===== src/trap_pkg.sv =====
// Package trap_pkg: CSR addresses, privilege and cause types, CSR word union, fixed ID values.
`default_nettype none

package trap_pkg;

    // Data word width.
    localparam int xlen = 32;

    // CSR address.
    typedef logic [11:0] csr_addr_t;

    // Machine trap setup.
    localparam csr_addr_t csr_mstatus    = 12'h300;
    localparam csr_addr_t csr_misa       = 12'h301;
    localparam csr_addr_t csr_medeleg    = 12'h302;
    localparam csr_addr_t csr_mideleg    = 12'h303;
    localparam csr_addr_t csr_mie        = 12'h304;
    localparam csr_addr_t csr_mtvec      = 12'h305;
    localparam csr_addr_t csr_mstatush   = 12'h310;
    // Machine trap handling.
    localparam csr_addr_t csr_mscratch   = 12'h340;
    localparam csr_addr_t csr_mepc       = 12'h341;
    localparam csr_addr_t csr_mcause     = 12'h342;
    localparam csr_addr_t csr_mtval      = 12'h343;
    localparam csr_addr_t csr_mip        = 12'h344;
    // Machine information, read only.
    localparam csr_addr_t csr_mvendorid  = 12'hf11;
    localparam csr_addr_t csr_marchid    = 12'hf12;
    localparam csr_addr_t csr_mimpid     = 12'hf13;
    localparam csr_addr_t csr_mhartid    = 12'hf14;
    localparam csr_addr_t csr_mconfigptr = 12'hf15;

    // Privilege level.
    typedef logic [1:0] priv_t;
    localparam priv_t priv_u = 2'd0;
    localparam priv_t priv_m = 2'd3;

    // Trap or interrupt cause number.
    typedef logic [4:0] cause_t;
    // Timer interrupt.
    localparam cause_t irq_timer  = 5'd7;
    // First external line.
    localparam cause_t irq_ext_lo = 5'd16;

    // mstatus layout, no S-mode fields.
    typedef struct packed {
        logic [13:0] rsvd_31_18;
        logic        mprv;
        logic [3:0]  rsvd_16_13;
        priv_t       mpp;
        logic [2:0]  rsvd_10_8;
        logic        mpie;
        logic [2:0]  rsvd_6_4;
        logic        mie;
        logic [2:0]  rsvd_2_0;
    } mstatus_t;

    // One CSR word, seen raw or as mstatus.
    typedef union packed {
        logic [xlen-1:0] raw;
        mstatus_t        status;
    } csr_word_u;

    // RV32IM, MXL 1.
    localparam logic [xlen-1:0] misa_value    = 32'h4000_1100;
    // Architecture ID.
    localparam logic [xlen-1:0] marchid_value = 32'd37;
    // Version 2.0.0.
    localparam logic [xlen-1:0] mimpid_value  = 32'h0000_0200;

endpackage

`default_nettype wire

===== src/trap_unit.sv =====
// Module trap_unit: top level joining CSR file, interrupt arbiter, timer and trap control.
`default_nettype none
`timescale 1ns/1ps

module trap_unit #(
    parameter logic [31:0] hartid     = 32'h0,
    parameter bit          has_u_mode = 1'b1,
    parameter logic [31:0] mmio_base  = 32'hff00_0000
) (
    input  wire logic                       clk,
    input  wire logic                       rst,
    input  wire logic                       csr_we,
    input  wire trap_pkg::csr_addr_t        csr_addr,
    input  wire logic [trap_pkg::xlen-1:0]  csr_wdata,
    output      logic [trap_pkg::xlen-1:0]  csr_rdata,
    output      logic                       csr_exists,
    output      logic                       csr_rdonly,
    input  wire logic                       mmio_we,
    input  wire logic [trap_pkg::xlen-1:0]  mmio_addr,
    input  wire logic [trap_pkg::xlen-1:0]  mmio_wdata,
    output      logic [trap_pkg::xlen-1:0]  mmio_rdata,
    output      logic                       mmio_hit,
    input  wire logic                       retire_valid,
    input  wire logic [trap_pkg::xlen-1:0]  retire_pc,
    input  wire logic                       retire_trap,
    input  wire trap_pkg::cause_t           retire_cause,
    input  wire logic                       retire_ret,
    input  wire logic [31:16]               irq,
    output      logic                       trap_taken,
    output      logic                       trap_irq,
    output      trap_pkg::cause_t           trap_cause,
    output      logic [trap_pkg::xlen-1:0]  trap_vector,
    output      logic                       ret_taken,
    output      logic [trap_pkg::xlen-1:0]  ret_epc,
    output      trap_pkg::priv_t            cur_priv
);
    logic                      ex_trap, ex_irq, ex_ret;
    trap_pkg::cause_t          ex_cause;
    logic [31:1]               ex_epc;
    logic [trap_pkg::xlen-1:0] mie_reg, ip_latched;
    logic                      status_mie, timer_irq, irq_pending;
    logic [31:2]               mtvec;
    logic [31:1]               mepc;
    trap_pkg::priv_t           mpp;
    trap_pkg::cause_t          irq_cause;

    csr_file #(.hartid(hartid), .has_u_mode(has_u_mode)) i_csr_file (
        .clk(clk), .rst(rst), .csr_we(csr_we), .csr_addr(csr_addr), .csr_wdata(csr_wdata),
        .csr_rdata(csr_rdata), .csr_exists(csr_exists), .csr_rdonly(csr_rdonly),
        .ex_trap(ex_trap), .ex_irq(ex_irq), .ex_cause(ex_cause), .ex_epc(ex_epc),
        .ex_ret(ex_ret), .cur_priv(cur_priv), .ip_latched(ip_latched), .mie_reg(mie_reg),
        .status_mie(status_mie), .mtvec(mtvec), .mepc(mepc), .mpp(mpp)
    );

    irq_arbiter i_irq_arbiter (
        .clk(clk), .rst(rst), .irq(irq), .timer_irq(timer_irq), .mie_reg(mie_reg),
        .status_mie(status_mie), .ip_latched(ip_latched), .irq_pending(irq_pending),
        .irq_cause(irq_cause)
    );

    machine_timer #(.mmio_base(mmio_base)) i_machine_timer (
        .clk(clk), .rst(rst), .mmio_we(mmio_we), .mmio_addr(mmio_addr),
        .mmio_wdata(mmio_wdata), .mmio_rdata(mmio_rdata), .mmio_hit(mmio_hit),
        .timer_irq(timer_irq)
    );

    trap_ctrl #(.has_u_mode(has_u_mode)) i_trap_ctrl (
        .clk(clk), .rst(rst), .retire_valid(retire_valid), .retire_pc(retire_pc),
        .retire_trap(retire_trap), .retire_cause(retire_cause), .retire_ret(retire_ret),
        .irq_pending(irq_pending), .irq_cause(irq_cause), .mtvec(mtvec), .mpp(mpp),
        .ex_trap(ex_trap), .ex_irq(ex_irq), .ex_cause(ex_cause), .ex_epc(ex_epc),
        .ex_ret(ex_ret), .cur_priv(cur_priv), .trap_vector(trap_vector)
    );

    // Result outputs.
    assign trap_taken = ex_trap || ex_irq;
    assign trap_irq   = ex_irq;
    assign trap_cause = ex_cause;
    assign ret_taken  = ex_ret;
    assign ret_epc    = {mepc, 1'b0};

endmodule

`default_nettype wire


===== src/trap_ctrl.sv =====
// Module trap_ctrl: privilege-mode FSM and interrupt/trap/return selection.
`default_nettype none
`timescale 1ns/1ps

module trap_ctrl #(
    parameter bit has_u_mode = 1'b1
) (
    input  wire logic                       clk,
    input  wire logic                       rst,
    input  wire logic                       retire_valid,
    input  wire logic [trap_pkg::xlen-1:0]  retire_pc,
    input  wire logic                       retire_trap,
    input  wire trap_pkg::cause_t           retire_cause,
    input  wire logic                       retire_ret,
    input  wire logic                       irq_pending,
    input  wire trap_pkg::cause_t           irq_cause,
    input  wire logic [31:2]                mtvec,
    input  wire trap_pkg::priv_t            mpp,
    output      logic                       ex_trap,
    output      logic                       ex_irq,
    output      trap_pkg::cause_t           ex_cause,
    output      logic [31:1]                ex_epc,
    output      logic                       ex_ret,
    output      trap_pkg::priv_t            cur_priv,
    output      logic [trap_pkg::xlen-1:0]  trap_vector
);
    // Interrupt beats trap, trap beats return.
    assign ex_irq   = retire_valid && irq_pending;
    assign ex_trap  = retire_valid && retire_trap && !ex_irq;
    assign ex_ret   = retire_valid && retire_ret && !retire_trap && !ex_irq;
    assign ex_cause = ex_irq ? irq_cause : retire_cause;
    assign ex_epc   = retire_pc[31:1];

    // Direct mode only.
    assign trap_vector = {mtvec, 2'b00};

    generate
        if (has_u_mode) begin : g_priv_u
            trap_pkg::priv_t priv_next;

            // M on any trap, MPP on return.
            always_comb begin
                priv_next = cur_priv;
                if (ex_trap || ex_irq) begin
                    priv_next = trap_pkg::priv_m;
                end else if (ex_ret) begin
                    priv_next = (mpp == trap_pkg::priv_u) ? trap_pkg::priv_u : trap_pkg::priv_m;
                end
            end

            always_ff @(posedge clk) begin
                if (rst) begin
                    cur_priv <= trap_pkg::priv_m;
                end else begin
                    cur_priv <= priv_next;
                end
            end
        end else begin : g_priv_m
            // M-mode only.
            assign cur_priv = trap_pkg::priv_m;
        end
    endgenerate

endmodule

`default_nettype wire


===== src/machine_timer.sv =====
// Module machine_timer: mtime and mtimecmp with MMIO decode and the timer interrupt.
`default_nettype none
`timescale 1ns/1ps

module machine_timer #(
    parameter logic [31:0] mmio_base = 32'hff00_0000
) (
    input  wire logic                       clk,
    input  wire logic                       rst,
    input  wire logic                       mmio_we,
    input  wire logic [trap_pkg::xlen-1:0]  mmio_addr,
    input  wire logic [trap_pkg::xlen-1:0]  mmio_wdata,
    output      logic [trap_pkg::xlen-1:0]  mmio_rdata,
    output      logic                       mmio_hit,
    output      logic                       timer_irq
);
    logic [63:0]               mtime;
    logic [63:0]               mtimecmp;
    logic [trap_pkg::xlen-1:0] offset;

    // Byte offset into the timer block.
    assign offset = mmio_addr - mmio_base;

    // Word decode and read mux.
    always_comb begin
        mmio_hit   = 1'b1;
        mmio_rdata = '0;
        case (offset)
            32'd0:   mmio_rdata = mtime[31:0];
            32'd4:   mmio_rdata = mtime[63:32];
            32'd8:   mmio_rdata = mtimecmp[31:0];
            32'd12:  mmio_rdata = mtimecmp[63:32];
            default: mmio_hit = 1'b0;
        endcase
    end

    // Counts every clk; a write replaces one half.
    always_ff @(posedge clk) begin
        if (rst) begin
            mtime    <= '0;
            mtimecmp <= '1;
        end else begin
            mtime <= mtime + 64'd1;
            if (mmio_we) begin
                case (offset)
                    32'd0:   mtime[31:0]     <= mmio_wdata;
                    32'd4:   mtime[63:32]    <= mmio_wdata;
                    32'd8:   mtimecmp[31:0]  <= mmio_wdata;
                    32'd12:  mtimecmp[63:32] <= mmio_wdata;
                    default: ;
                endcase
            end
        end
    end

    // Registered compare.
    always_ff @(posedge clk) begin
        if (rst) begin
            timer_irq <= 1'b0;
        end else begin
            timer_irq <= (mtime >= mtimecmp);
        end
    end

endmodule

`default_nettype wire


===== src/irq_arbiter.sv =====
// Module irq_arbiter: interrupt latching, mie masking, lowest-index priority, enable delay.
`default_nettype none
`timescale 1ns/1ps

module irq_arbiter (
    input  wire logic                       clk,
    input  wire logic                       rst,
    input  wire logic [31:16]               irq,
    input  wire logic                       timer_irq,
    input  wire logic [trap_pkg::xlen-1:0]  mie_reg,
    input  wire logic                       status_mie,
    output      logic [trap_pkg::xlen-1:0]  ip_latched,
    output      logic                       irq_pending,
    output      trap_pkg::cause_t           irq_cause
);
    logic [trap_pkg::xlen-1:0] ip_next;
    logic [trap_pkg::xlen-1:0] masked;
    logic [1:0]                mie_hist;

    // Standard mip positions.
    always_comb begin
        ip_next                                  = '0;
        ip_next[31:trap_pkg::irq_ext_lo]         = irq;
        ip_next[trap_pkg::irq_timer]             = timer_irq;
    end

    // One register stage on all lines.
    always_ff @(posedge clk) begin
        if (rst) begin
            ip_latched <= '0;
        end else begin
            ip_latched <= ip_next;
        end
    end

    // MIE sampled at the last two edges.
    always_ff @(posedge clk) begin
        if (rst) begin
            mie_hist <= 2'b00;
        end else begin
            mie_hist <= {mie_hist[0], status_mie};
        end
    end

    assign masked = ip_latched & mie_reg;

    // Lowest set index wins.
    always_comb begin
        irq_cause = '0;
        for (int i = trap_pkg::xlen - 1; i >= 0; i--) begin
            if (masked[i]) begin
                irq_cause = trap_pkg::cause_t'(i);
            end
        end
    end

    assign irq_pending = (masked != '0) && (&mie_hist);

endmodule

`default_nettype wire


===== src/csr_file.sv =====
// Module csr_file: machine CSR storage, write decode, read mux and trap/return updates.
`default_nettype none
`timescale 1ns/1ps

module csr_file #(
    parameter logic [31:0] hartid = 32'h0,
    parameter bit has_u_mode = 1'b1
) (
    input  wire logic                       clk,
    input  wire logic                       rst,
    input  wire logic                       csr_we,
    input  wire trap_pkg::csr_addr_t        csr_addr,
    input  wire logic [trap_pkg::xlen-1:0]  csr_wdata,
    output      logic [trap_pkg::xlen-1:0]  csr_rdata,
    output      logic                       csr_exists,
    output      logic                       csr_rdonly,
    input  wire logic                       ex_trap,
    input  wire logic                       ex_irq,
    input  wire trap_pkg::cause_t           ex_cause,
    input  wire logic [31:1]                ex_epc,
    input  wire logic                       ex_ret,
    input  wire trap_pkg::priv_t            cur_priv,
    input  wire logic [trap_pkg::xlen-1:0]  ip_latched,
    output      logic [trap_pkg::xlen-1:0]  mie_reg,
    output      logic                       status_mie,
    output      logic [31:2]                mtvec,
    output      logic [31:1]                mepc,
    output      trap_pkg::priv_t            mpp
);
    logic                      mpie;
    logic                      mprv;
    logic [trap_pkg::xlen-1:0] mscratch;
    logic                      mcause_int;
    trap_pkg::cause_t          mcause_no;
    trap_pkg::csr_word_u       wr;
    trap_pkg::csr_word_u       status_word;

    // Write data seen as raw word and as mstatus.
    assign wr.raw = csr_wdata;

    // Trap and return take over any write in the same cycle.
    always_ff @(posedge clk) begin
        if (rst) begin
            status_mie <= 1'b0;
            mpie       <= 1'b0;
            mie_reg    <= '0;
            mtvec      <= '0;
            mscratch   <= '0;
            mepc       <= '0;
            mcause_int <= 1'b0;
            mcause_no  <= '0;
        end else if (ex_trap || ex_irq) begin
            mpie       <= status_mie;
            status_mie <= 1'b0;
            mepc       <= ex_epc;
            mcause_int <= ex_irq;
            mcause_no  <= ex_cause;
        end else if (ex_ret) begin
            status_mie <= mpie;
        end else if (csr_we) begin
            case (csr_addr)
                trap_pkg::csr_mstatus: begin
                    status_mie <= wr.status.mie;
                    mpie       <= wr.status.mpie;
                end
                trap_pkg::csr_mie:      mie_reg  <= csr_wdata;
                trap_pkg::csr_mtvec:    mtvec    <= csr_wdata[31:2];
                trap_pkg::csr_mscratch: mscratch <= csr_wdata;
                trap_pkg::csr_mepc:     mepc     <= csr_wdata[31:1];
                trap_pkg::csr_mcause: begin
                    mcause_int <= csr_wdata[31];
                    mcause_no  <= csr_wdata[4:0];
                end
                default: ;
            endcase
        end
    end

    // MPP and MPRV only move when U-mode exists.
    generate
        if (has_u_mode) begin : g_status_u
            always_ff @(posedge clk) begin
                if (rst) begin
                    mpp  <= trap_pkg::priv_m;
                    mprv <= 1'b0;
                end else if (ex_trap || ex_irq) begin
                    mpp <= cur_priv;
                end else if (ex_ret) begin
                    // Leaving M clears MPRV.
                    mprv <= mprv && (mpp == trap_pkg::priv_m);
                end else if (csr_we && csr_addr == trap_pkg::csr_mstatus) begin
                    mprv <= wr.status.mprv;
                    // Only M and U exist, so anything nonzero is M.
                    mpp  <= (wr.status.mpp != 2'd0) ? trap_pkg::priv_m : trap_pkg::priv_u;
                end
            end
        end else begin : g_status_m
            assign mpp  = trap_pkg::priv_m;
            assign mprv = 1'b0;
        end
    endgenerate

    // Assemble mstatus.
    always_comb begin
        status_word             = '0;
        status_word.status.mie  = status_mie;
        status_word.status.mpie = mpie;
        status_word.status.mpp  = mpp;
        status_word.status.mprv = mprv;
    end

    // Read mux with exists and read-only flags.
    always_comb begin
        csr_exists = 1'b1;
        csr_rdonly = 1'b0;
        csr_rdata  = '0;
        case (csr_addr)
            trap_pkg::csr_mstatus:  csr_rdata = status_word.raw;
            trap_pkg::csr_misa:     csr_rdata = trap_pkg::misa_value;
            trap_pkg::csr_mie:      csr_rdata = mie_reg;
            trap_pkg::csr_mtvec:    csr_rdata = {mtvec, 2'b00};
            trap_pkg::csr_mip:      csr_rdata = ip_latched & mie_reg;
            trap_pkg::csr_mscratch: csr_rdata = mscratch;
            trap_pkg::csr_mepc:     csr_rdata = {mepc, 1'b0};
            trap_pkg::csr_mcause:   csr_rdata = {mcause_int, 26'd0, mcause_no};
            // Always zero.
            trap_pkg::csr_medeleg, trap_pkg::csr_mideleg,
            trap_pkg::csr_mstatush, trap_pkg::csr_mtval: csr_rdata = '0;
            trap_pkg::csr_mvendorid, trap_pkg::csr_mconfigptr: csr_rdonly = 1'b1;
            trap_pkg::csr_marchid: begin
                csr_rdonly = 1'b1;
                csr_rdata  = trap_pkg::marchid_value;
            end
            trap_pkg::csr_mimpid: begin
                csr_rdonly = 1'b1;
                csr_rdata  = trap_pkg::mimpid_value;
            end
            trap_pkg::csr_mhartid: begin
                csr_rdonly = 1'b1;
                csr_rdata  = hartid;
            end
            default: csr_exists = 1'b0;
        endcase
    end

endmodule

`default_nettype wire


===== config.mk =====
export PLATFORM = sky130hd
export DESIGN_NAME = trap_unit
export DESIGN_NICKNAME = d
export VERILOG_FILES = /design/src/trap_pkg.sv /design/src/trap_unit.sv /design/src/trap_ctrl.sv /design/src/machine_timer.sv /design/src/irq_arbiter.sv /design/src/csr_file.sv
export SDC_FILE = /design/constraint.sdc
export NUM_CORES = 1
export LEC_CHECK = 0
export BUFFER_PORTS_ARGS = -buffer_cell sky130_fd_sc_hd__buf_2
export CAP_MARGIN = 20
export CORE_MARGIN = 4
export CORE_UTILIZATION = 51
export DETAILED_ROUTE_END_ITERATION = 12
export PLACE_DENSITY = 0.75
export SYNTH_ARGS = -nofsm -noshare
export SYNTH_HDL_FRONTEND = slang
export SYNTH_HIERARCHICAL = 1
export SYNTH_SLANG_ARGS = --single-unit

===== constraint.sdc =====
create_clock -name clk -period 2.7 [get_ports clk]
set_input_delay 0.54 -clock clk [delete_from_list [all_inputs] [get_ports clk]]
set_output_delay 0.54 -clock clk [all_outputs]
set_load 0.02 [all_outputs]

==> results.sh <==
export IMPL_outcome="complete, but fails checks"
export IMPL_violations="negative setup slack"
export IMPL_async_reset_ff_share_pct=0
export IMPL_setup_viol=38
export IMPL_wire_per_inst_um=21.4
export IMPL_grt_pass1_wl_mm=87.1
export IMPL_critPathCapture="trap_cause[2]"
export IMPL_max_cap_violations=0
export IMPL_synth_cell_type_count=93
export IMPL_required_ns=2.16
export IMPL_dp_cells=2633
export IMPL_pin_count=309
export IMPL_vias_per_cell=5.98
export IMPL_dp_hpwl_mm=40.2
export IMPL_ys_flop_type="dfxtp_1"
export IMPL_holdWs_ns=0.188
export IMPL_reg_largest_list="i_machine_timer/mtime x64, i_machine_timer/mtimecmp x64"
export IMPL_fin_nets=2495
export IMPL_reg2reg_depth=11
export IMPL_slew_limit_headroom_pct=43.4
export IMPL_ant_nets=0
export IMPL_grt_pass1_vias=16100
export IMPL_antenna_found_initial=7
export IMPL_htree_levels=1
export IMPL_min_delay_start="irq[26]"
export IMPL_yosysMostFrequentCell="dfxtp_1"
export IMPL_final_cells=2732
export IMPL_clk_insertion_delay_late_ns=0.56
export IMPL_gr_total_overflow=0
export IMPL_ir_drop_mv=0.517
export IMPL_crit_type="reg -> out"
export IMPL_fin_ws_ns=-0.218
export IMPL_clock_path_buffers=3
export IMPL_synthesis_instances=1938
export IMPL_crit_fanout=5
export IMPL_yosysWarningCount=6
export IMPL_postCtsHoldBufs=0
export IMPL_cts_made_buffers=31
export IMPL_first_pass_iters=5
export IMPL_min_period_ns=2.92
export IMPL_synth_top_area_share_pct=33.6
export IMPL_drive_above_1_share_pct=29.2
export IMPL_clock_root_buffer="clkbuf_16"
export IMPL_slew_violations=0
export IMPL_track_usage_pct=29.4
export IMPL_dp_slack_ns=-0.203
export IMPL_cp_start_kind="flop"
export IMPL_gp_congestion=0.970
export IMPL_ys_seq_area_share_pct=33.6
export IMPL_path_clk_slew_ns=0.07
export IMPL_fill_cells=2585
export IMPL_io_buffer_count=304
export IMPL_core_mm2=0.0327
export IMPL_use_met3_pct=4.43
export IMPL_critical_path_arrival_ns=2.38
export IMPL_period_share_pct=108
export IMPL_holdCritPathClass="in -> reg"
export IMPL_vias=16300
export IMPL_synthToLayoutAreaGrowth_pct=28.1
export IMPL_start_util_pct=51.9
export IMPL_rsz0062_at_grt="yes"
export IMPL_worst_pin_slew_ns=0.828
export IMPL_synth_enable_flop_cells=0
export IMPL_numClockSinks=285
export IMPL_drt_iter0_markers=1344
export IMPL_p_leak_nw=10.2
export IMPL_rr_startpoint="i_irq_arbiter/ip_latched[28]"
export IMPL_synth_commonest_cells="dfxtp_1 (285), mux2i_1 (177), nor2_1 (151), nand2_1 (133), nand2b_1 (130)"
export IMPL_num_rows=66
export IMPL_grt_busiest_layer="met2"
export IMPL_hold_viol_final=0
export IMPL_critPathCaptureType="output pin"
export IMPL_ys_ff_latch=285
export IMPL_cts_tree="done"
export IMPL_die_y_um=190
export IMPL_finalClockSkew_ns=0.0122
export IMPL_drc=0
export IMPL_ys_top_cells_by_area="dfxtp_1 (34%), mux2i_1 (10%), ha_1 (4.8%), nand2b_1 (4.8%), buf_4 (4.0%)"
export IMPL_reg2reg_to="i_csr_file/mepc[9]"
export IMPL_synth_area_mm2=0.0170
export IMPL_r2r_slack_ns=0.04
export IMPL_grt_max_degree=135
export IMPL_fmax_mhz=343
export IMPL_die_w_um=190
export IMPL_crit_start="i_irq_arbiter/ip_latched[18]"
export IMPL_wirelength_mm=58.5
export IMPL_dieArea_mm2=0.0362
export IMPL_power_density_mw_per_mm2=432
export IMPL_avgSynthCellArea_um2=8.75
export IMPL_grtUsageMet2_pct=51.5
export IMPL_met1_usage_pct=36.8
export IMPL_synth_top_area_cell="dfxtp_1"
## worst min-delay path by stage
stage	to	cells after the start
2_1_floorplan	i_irq_arbiter/ip_latched[7]	1
6_report	i_irq_arbiter/ip_latched[26]	2
3_5_place_dp	i_irq_arbiter/ip_latched[7]	1
4_1_cts	i_irq_arbiter/ip_latched[25]	2
5_1_grt	i_irq_arbiter/ip_latched[25]	2
3_3_place_gp	i_irq_arbiter/ip_latched[7]	1
## metrics by stage
stage | power, mW | instance area (µm²) | utilization, % | TNS, ns
global route | 9.67 | 21700 | 66.5 | -7.87
finish | 9.39 | 21700 | 66.5 | -4.99
global placement | 5.18 | 19300 | 59.0 | -5.60
CTS | 9.38 | 21200 | 64.9 | -2.37
detailed placement | 5.19 | 19300 | 59.0 | -10.53
floorplan | 4.85 | 17000 | - | 0
## layer usage
layer | up-vias | share of wire [%]
li1 | 7556 | -
met1 | 7808 | 39
met2 | 759 | 49
met3 | 205 | 7.8
met4 | 4 | 4.6
met5 | - | 0.050
## timing repair
item	CTS	global route
gates resized for setup	143	94
cloned	6	9
setup buffers	21	5
pin swaps	37	48
setup endpoints to repair	145	154
## cells in the final DEF (no fill, tap or decap), drive strengths merged, types with 5 or more instances in the layout
master   synthesis  final
nand2          133    133
nand3           59     59
inv             75     76
a22oi           10     10
nor2b           22     22
a22o            32     32
xor2            45     45
a21oi           33     33
a31oi            6      6
or3              7      7
a21boi           5      5
nand4           38     38
clkbuf          84     48
and2b            5      5
ha              65     65
clkinv           0     13
dfxtp          285    285
o2111ai          5      5
a211oi          92     92
a221o           35     35
nor3            21     21
mux2             9      9
nor4b            5      5
o22ai           21     21
nor2           153    153
buf            124    478
conb             3     18
o211ai          69     69
o21ai           52     52
xnor2           14     14
mux2i          177    177
nand2b         131    131
nor4            14     14
and4             5      5
and3            16     16
and2            10     10
a21o            13     13
## final cells by class
class | instances | area, µm² | area share [%]
flip-flops and latches | 285 | 5710 | 26.3
inverters | 75 | 284 | 1.31
diodes | 4 | 10.0 | 0.0460
clock buffers | 42 | 897 | 4.13
clock inverters | 15 | 108 | 0.495
multi-input cells | 1385 | 10400 | 47.6
well taps | 442 | 553 | 2.54
repair buffers | 484 | 3820 | 17.6
## where the power goes
group          internal, mW  switching [mW]
Combinational         0.380           0.502
Sequential             4.26          0.0578
Clock                  2.41            1.77
Total                  7.05            2.33
## cells by family after synthesis
group | share of synthesized area (%)
AO/OA/AOI/OAI | 18.7
adder cells (fa/ha/maj) | 4.79
AND/OR/NAND/NOR | 20.1
XOR/XNOR | 3.05
flip-flops | 33.6
multiplexers | 11.0
buffers and inverters | 8.54
other | 0.0664
## worst max-delay path, cell delays in order (launching register included)
cell and delay [ns]:
dfxtp_2 0.33, a22oi_2 0.23, nand3_2 0.16, nor2_4 0.16, a31oi_4 0.13, buf_6 0.15
nand2_4 0.07, buf_6 0.13, mux2_4 0.32, buf_6 0.14
Power figures use the tool's default switching activity.
